**src/common/conv_macros.svh**
```systemverilog
`ifndef CONV_MACROS_SVH
`define CONV_MACROS_SVH

// weight, pixel and register-file word width, signed
`define CONV_DWD 16

// register-file depth in words
`define CONV_WORD_WD 12

// register-file address width for 12 words
`define CONV_AWD 4

// taps of one 3x3 kernel window
`define CONV_TAPS 9

// accumulator and result width, holds nine full-scale products
`define CONV_ACC_WD 40

`endif

```
**src/common/conv_pkg.sv**
```systemverilog
package conv_pkg;

    // operation on the shared input stream
    // held at one value for the whole stream
    typedef enum logic [1:0] {
        OP_NOP  = 2'd0,  // word ignored
        OP_LOAD = 2'd1,  // word is a kernel weight
        OP_CONV = 2'd2   // word is a window pixel
    } conv_op_e;

    // engine window state
    typedef enum logic {
        MAC_IDLE  = 1'b0,  // no pixel of the window seen yet
        MAC_ACCUM = 1'b1   // window in progress
    } mac_state_e;

endpackage

```
**src/rf/rf_2p.sv**
```systemverilog
`timescale 1ns/10ps
`include "conv_macros.svh"

module rf_2p #(
    parameter int word_wd = `CONV_WORD_WD,
    parameter int data_wd = `CONV_DWD,
    parameter int addr_wd = $clog2(word_wd)
) (
    input  logic               i_clk,
    input  logic               i_reset,
    input  logic               i_read,
    input  logic               i_write,
    input  logic [addr_wd-1:0] i_raddr,
    input  logic [addr_wd-1:0] i_waddr,
    input  logic [data_wd-1:0] i_wdata,
    output logic [data_wd-1:0] o_rdata,
    output logic               o_rvalid
);

    logic [data_wd-1:0] mem [word_wd];  // word array, stands in for the macro
    logic [data_wd-1:0] rdata_q;
    logic               rvalid_q;

    // write port
    always_ff @(posedge i_clk) begin
        if (i_write) begin
            mem[i_waddr] <= i_wdata;
        end
    end

    // read port, same-cycle write to the same word returns the old word
    always_ff @(posedge i_clk) begin
        if (i_read) begin
            rdata_q <= mem[i_raddr];
        end
    end

    always_ff @(posedge i_clk) begin
        if (i_reset) begin
            rvalid_q <= 1'b0;
        end else begin
            rvalid_q <= i_read;  // one cycle behind the strobe
        end
    end

    assign o_rdata  = rdata_q;
    assign o_rvalid = rvalid_q;

endmodule

```
**src/conv_mac.sv**
```systemverilog
`timescale 1ns/10ps
`include "conv_macros.svh"

module conv_mac (
    input  logic                           i_clk,
    input  logic                           i_reset,
    input  conv_pkg::conv_op_e             i_op,
    input  logic                           i_data_valid,
    input  logic signed [`CONV_DWD-1:0]    i_data,
    input  logic signed [`CONV_DWD-1:0]    i_rdata,
    input  logic                           i_rvalid,
    output logic                           o_read,
    output logic [`CONV_AWD-1:0]           o_raddr,
    output logic                           o_result_valid,
    output logic signed [`CONV_ACC_WD-1:0] o_result
);

    localparam int last_tap = `CONV_TAPS - 1;
    localparam int prod_wd  = 2 * `CONV_DWD;

    logic                 pix_accept;
    conv_pkg::mac_state_e state_q;
    logic [`CONV_AWD-1:0] tap_q;
    logic                 is_last_tap;

    // stage 1, pixel waiting for its weight
    logic signed [`CONV_DWD-1:0] pix_q;
    logic                        s1_first_q;
    logic                        s1_last_q;

    // stage 2, registered product
    logic signed [prod_wd-1:0]   prod_q;
    logic                        s2_valid_q;
    logic                        s2_first_q;
    logic                        s2_last_q;

    // stage 3, accumulate and result
    logic signed [`CONV_ACC_WD-1:0] prod_ext;
    logic signed [`CONV_ACC_WD-1:0] acc_q;
    logic signed [`CONV_ACC_WD-1:0] sum;
    logic signed [`CONV_ACC_WD-1:0] result_q;
    logic                           result_valid_q;

    assign pix_accept  = i_data_valid && (i_op == conv_pkg::OP_CONV);
    assign is_last_tap = (tap_q == last_tap[`CONV_AWD-1:0]);

    // weight read goes out with the pixel
    assign o_read  = pix_accept;
    assign o_raddr = tap_q;

    always_ff @(posedge i_clk) begin
        if (i_reset) begin
            state_q <= conv_pkg::MAC_IDLE;
            tap_q   <= '0;
        end else if (pix_accept) begin
            if (is_last_tap) begin
                state_q <= conv_pkg::MAC_IDLE;  // window done
                tap_q   <= '0;
            end else begin
                state_q <= conv_pkg::MAC_ACCUM;
                tap_q   <= tap_q + 1'b1;
            end
        end
    end

    always_ff @(posedge i_clk) begin
        if (pix_accept) begin
            pix_q      <= i_data;
            s1_first_q <= (state_q == conv_pkg::MAC_IDLE);
            s1_last_q  <= is_last_tap;
        end
    end

    // weight arrives with rvalid, pair it with the held pixel
    always_ff @(posedge i_clk) begin
        if (i_rvalid) begin
            prod_q     <= i_rdata * pix_q;
            s2_first_q <= s1_first_q;
            s2_last_q  <= s1_last_q;
        end
    end

    always_ff @(posedge i_clk) begin
        if (i_reset) begin
            s2_valid_q <= 1'b0;
        end else begin
            s2_valid_q <= i_rvalid;
        end
    end

    assign prod_ext = {{(`CONV_ACC_WD - prod_wd){prod_q[prod_wd-1]}}, prod_q};
    assign sum      = s2_first_q ? prod_ext : acc_q + prod_ext;  // first tap restarts

    always_ff @(posedge i_clk) begin
        if (s2_valid_q) begin
            acc_q <= sum;
            if (s2_last_q) begin
                result_q <= sum;
            end
        end
    end

    always_ff @(posedge i_clk) begin
        if (i_reset) begin
            result_valid_q <= 1'b0;
        end else begin
            result_valid_q <= s2_valid_q && s2_last_q;  // single pulse per window
        end
    end

    assign o_result       = result_q;
    assign o_result_valid = result_valid_q;

endmodule

```
**src/conv_unit_top.sv**
```systemverilog
`timescale 1ns/10ps
`include "conv_macros.svh"

module conv_unit_top (
    input  logic                           i_clk,
    input  logic                           i_reset,
    input  conv_pkg::conv_op_e             i_op,
    input  logic                           i_data_valid,
    input  logic signed [`CONV_DWD-1:0]    i_data,
    output logic                           o_weights_ready,
    output logic                           o_result_valid,
    output logic signed [`CONV_ACC_WD-1:0] o_result
);

    // loader to register file
    logic                        rf_write;
    logic [`CONV_AWD-1:0]        rf_waddr;
    logic signed [`CONV_DWD-1:0] rf_wdata;

    // engine to register file
    logic                        rf_read;
    logic [`CONV_AWD-1:0]        rf_raddr;
    logic signed [`CONV_DWD-1:0] rf_rdata;
    logic                        rf_rvalid;

    weight_loader weight_loader_inst (
        .i_clk           (i_clk),
        .i_reset         (i_reset),
        .i_op            (i_op),
        .i_data_valid    (i_data_valid),
        .i_data          (i_data),
        .o_write         (rf_write),
        .o_waddr         (rf_waddr),
        .o_wdata         (rf_wdata),
        .o_weights_ready (o_weights_ready)
    );

    rf_2p #(
        .word_wd (`CONV_WORD_WD),
        .data_wd (`CONV_DWD)
    ) rf_2p_inst (
        .i_clk    (i_clk),
        .i_reset  (i_reset),
        .i_read   (rf_read),
        .i_write  (rf_write),
        .i_raddr  (rf_raddr),
        .i_waddr  (rf_waddr),
        .i_wdata  (rf_wdata),
        .o_rdata  (rf_rdata),
        .o_rvalid (rf_rvalid)
    );

    conv_mac conv_mac_inst (
        .i_clk          (i_clk),
        .i_reset        (i_reset),
        .i_op           (i_op),
        .i_data_valid   (i_data_valid),
        .i_data         (i_data),
        .i_rdata        (rf_rdata),
        .i_rvalid       (rf_rvalid),
        .o_read         (rf_read),
        .o_raddr        (rf_raddr),
        .o_result_valid (o_result_valid),
        .o_result       (o_result)
    );

endmodule

```
**src/weight_loader.sv**
```systemverilog
`timescale 1ns/10ps
`include "conv_macros.svh"

module weight_loader (
    input  logic                        i_clk,
    input  logic                        i_reset,
    input  conv_pkg::conv_op_e          i_op,
    input  logic                        i_data_valid,
    input  logic signed [`CONV_DWD-1:0] i_data,
    output logic                        o_write,
    output logic [`CONV_AWD-1:0]        o_waddr,
    output logic signed [`CONV_DWD-1:0] o_wdata,
    output logic                        o_weights_ready
);

    localparam int last_tap = `CONV_TAPS - 1;

    logic                 load_accept;
    logic [`CONV_AWD-1:0] tap_q;  // next tap address to fill
    logic                 ready_q;

    assign load_accept = i_data_valid && (i_op == conv_pkg::OP_LOAD);

    // weight is stored at the edge that accepts it
    assign o_write = load_accept;
    assign o_waddr = tap_q;
    assign o_wdata = i_data;

    always_ff @(posedge i_clk) begin
        if (i_reset) begin
            tap_q   <= '0;
            ready_q <= 1'b0;
        end else if (load_accept) begin
            if (tap_q == last_tap[`CONV_AWD-1:0]) begin
                tap_q   <= '0;  // wrap after the ninth weight
                ready_q <= 1'b1;  // full kernel written
            end else begin
                tap_q <= tap_q + 1'b1;
                if (tap_q == '0) begin
                    ready_q <= 1'b0;  // reload started
                end
            end
        end
    end

    assign o_weights_ready = ready_q;

endmodule

```
**config.mk**
```make
export PLATFORM = sky130hd
export DESIGN_NAME = conv_unit_top
export DESIGN_NICKNAME = d
export VERILOG_FILES = /design/src/common/conv_pkg.sv /design/src/rf/rf_2p.sv /design/src/conv_mac.sv /design/src/conv_unit_top.sv /design/src/weight_loader.sv
export VERILOG_INCLUDE_DIRS = /design/src /design/src/common
export SDC_FILE = /design/constraint.sdc
export NUM_CORES = 1
export LEC_CHECK = 0
export BUFFER_PORTS_ARGS = -buffer_cell sky130_fd_sc_hd__buf_2
export CELL_PAD_IN_SITES_DETAIL_PLACEMENT = 1
export CELL_PAD_IN_SITES_GLOBAL_PLACEMENT = 1
export CORE_ASPECT_RATIO = 0.75
export CORE_MARGIN = 4
export CORE_UTILIZATION = 41
export DETAILED_ROUTE_END_ITERATION = 10
export PLACE_DENSITY_LB_ADDON = 0.1
export SYNTH_ARGS = -nofsm -noshare
export SYNTH_HDL_FRONTEND = slang
export SYNTH_SLANG_ARGS = --single-unit
```
**constraint.sdc**
```tcl
create_clock -name i_clk -period 7.8 [get_ports i_clk]
set_input_delay 1.56 -clock i_clk [delete_from_list [all_inputs] [get_ports i_clk]]
set_output_delay 1.56 -clock i_clk [all_outputs]
set_load 0.1 [all_outputs]
```
==> flow_summary_export.csv <==
group,metric,value,unit
synth,synth_edf_count,340,
grt,grt_usage,18.9,%
worst_setup_path,rr_worst_depth,18,
power,power.density,395,nW/um^2
synth,synth-compound-area-share,6.92,%
clock_network,cts_tree,"yes",
timing,hold_violations,0,
timing,fmax,0.140,GHz
floorplanning,die_h,221,um
timing,whs,425,ps
synth,synth_top_area_share,41.2,%
floorplanning,io_pins,63,
power,p_leak,11.1,nW
worst_setup_path,critPathKind,"reg2reg",
synth,synth_async_sr_flop_share,0,%
worst_setup_path,critPathRequiredTime,8070,ps
timing,setup_viol,0,
timing,rsz0062_at_grt,"no",
routing,dr.pass1.iters,5,
timing,fin_crit,7120,ps
min_path,hold_depth,0,
clock_network,htreeDepth,2,
power,peakVddDrop,0.000418,V
grt,grt_overflow,0,
clock_network,root_buffer,"clkbuf_16",
timing,tightest_slew,1110,ps
floorplanning,die_area,64500,sq um
synth,ys.flop_type,"edfxtp_1",
floorplanning,initial_core_util,41.7,%
min_path,hold_end,"conv_mac_inst.s2_last_q",
outcome,status,"finished clean",
synth,synth_simple_gate_area_share,10.2,%
place,place_area,26000,sq um
synth,ys_top_cells_by_count,"340 x edfxtp_1, 313 x inv_1, 263 x fa_1",
floorplanning,num_rows,77,
min_path,min_from,"conv_mac_inst.s1_last_q",
timing,skew,11.6,ps
synth,synthTopCellsByArea,"edfxtp_1 41%, fa_1 21%, ha_1 6.4%",
timing,fin_crit_sh,91.3,%
worst_setup_path,r2r-end,"conv_mac_inst.prod_q[28]",
routing,antenna_left,0,
synth,synth_top_family_by_area,"adder cells",
grt,grt_antenna_before_repair,1,
floorplanning,core-area,59400,sq um
grt,met2_usage,30.1,%
synth,synthMostInstantiatedCell,"edfxtp_1",
cells_and_area,syn2layout_area_growth,9.30,%
grt,grt_pass1_vias,16900,
worst_setup_path,r2r_slack,680,ps
cells_and_area,design_area,27100,sq um
synth,synth_top_area_cell,"edfxtp_1",
synth,synthesis.nets,2429,
clock_network,holdBufCountCts,0,
clock_network,cts.sinks,353,
routing,drt_iter0_drc,847,
grt,use_met3,2.50,%
clock_network,cts_resized,0,
timing,drv_slew,0,
routing,route.detailed.drc,0,
cells_and_area,drive_gt1_share,9.67,%
synth,synth_xor_area_share,1.98,%
worst_setup_path,arrival,7400,ps
synth,synth_seq_cells,353,
routing,via_per_inst,5.25,
clock_network,clock_latency,550,ps
timing,setup_tns,0,ps
synth,synthMuxAreaShare,5.21,%
routing,via_count,15200,
worst_setup_path,r2r_start,"conv_mac_inst.pix_q[1]",
place,port_buffers,62,
clock_network,post-cts-setup-buffers,0,
floorplanning,die_x,292,um
routing,wl_per_cell,20.7,um
worst_setup_path,end_kind,"register",
grt,grtUsageMet1,28.2,%
clock_network,ctsLongestPathBuffers,3,
synth,synth_cell_types,75,
synth,yosysWarnings,0,
timing,relSlewSlack,26.0,%
worst_setup_path,start_kind,"register",
clock_network,cts_buffers,39,
synth,avgSynthCellArea,12.3,sq um
synth,netlist_instances,2018,
grt,grt.busiest_layer,"met2",
synth,synthAdderAreaFrac,27.6,%
grt,grt_max_degree,51,
cells_and_area,finalNetCount,2481,
synth,ys_seq_area_share,42.2,%
cells_and_area,antenna_cells,0,
clock_network,path_clk_slew,60,ps
worst_setup_path,cp_max_fo,16,
synth,synth_area,24800,sq um
job,drv_cap,0,
place,gp_congestion,0.809,
routing,wl,59.7,mm
place,dp_hpwl,45.6,mm
cells_and_area,utilization,45.6,%
grt,grt_pass1_wl,96.9,mm
min_path,hold_class,"reg2reg",
## cell families (layout without fill, tap and decap cells)
logic type      after synthesis  after routing
xor+xnor                     56             56
flops                       353            353
simple gates                509            509
buf+inv                     380            461
compound gates              261            261
fa+ha+maj                   390            390
mux                          69             69
## placed cells by master, fill, tap and decap left out, drive strengths merged, types with 8 or more instances in the layout
cell type  netlist  routed
a211oi          12      12
a21o            27      27
a21oi           63      63
a31oi            8       8
and2           135     135
and3            21      21
buf              8      77
clkbuf          58      44
clkinv           0      19
dfxtp           13      13
edfxtp         340     340
fa             263     263
ha             127     127
inv            314     318
mux2i           20      20
mux4            48      48
nand2          210     210
nand2b           9       9
nand3           25      25
nor2            50      50
nor3            18      18
o211ai          14      14
o21ai           75      75
o31ai           11      11
xnor2           35      35
xor2            21      21
## through the flow
step	power, W	setup WS (ps)	std cells
6_report	0.0107	677	2889
5_1_grt	0.0118	265	2889
4_1_cts	0.0108	783	2889
3_5_place_dp	0.00899	829	2819
3_3_place_gp	0.00884	929	2819
2_1_floorplan	0.00717	1760	2018
## per-layer routing
metal	vias up	wire length [um]
li1	6965	-
met1	7938	29000
met2	221	27600
met3	54	2150
met4	0	966
met5	-	0
## registers in the layout (all words and copies together), names as in the netlist, 4 cells and up
name	flops
conv_mac_inst.o_result	40
rf_2p_inst.o_rdata	16
rf_2p_inst.mem	192
conv_mac_inst.o_raddr	4
conv_mac_inst.acc_q	40
weight_loader_inst.o_waddr	4
conv_mac_inst.pix_q	16
conv_mac_inst.prod_q	32
## worst max-delay path: stages (launching register included)
cell,delay (ps)
edfxtp_1,770
nand2_1,200
inv_1,170
fa_1,550
fa_1,930
fa_1,530
fa_1,510
fa_1,490
inv_1,50
fa_1,490
inv_1,50
ha_1,330
inv_1,110
o31ai_1,450
nor3b_1,90
and3_1,260
o31ai_1,320
a211oi_1,120
nor3_1,440
## worst max path at each step
stage | startpoint | slack, ps | cells after the start | end
CTS | conv_mac_inst.pix_q[1] | 780 | 18 | conv_mac_inst.prod_q[28]
floorplan | rf_2p_inst.o_rdata[15] | 1760 | 19 | conv_mac_inst.prod_q[30]
finish | conv_mac_inst.pix_q[1] | 680 | 18 | conv_mac_inst.prod_q[28]
detailed placement | conv_mac_inst.pix_q[1] | 830 | 18 | conv_mac_inst.prod_q[28]
global placement | conv_mac_inst.pix_q[1] | 930 | 18 | conv_mac_inst.prod_q[28]
global route | conv_mac_inst.pix_q[1] | 270 | 18 | conv_mac_inst.prod_q[28]
## power by group
part / switching (W) / leakage [nW] / total (W) / internal (W)
clock network: 0.000767 / 0.567 / 0.00172 / 0.000954
registers: 0.000127 / 3.18 / 0.00261 / 0.00249
logic: 0.00379 / 7.38 / 0.00637 / 0.00258
total: 0.00468 / 11.1 / 0.0107 / 0.00602
## cell type report
class | instances | area, sq um
fillers | 6224 | 32300
flip-flops and latches | 353 | 10500
clock buffers | 44 | 995
repair buffers | 77 | 423
inverters | 314 | 1180
clock inverters | 26 | 163
well taps | 790 | 988
multi-input cells | 1285 | 12900
(Power assumes the default switching activity.)
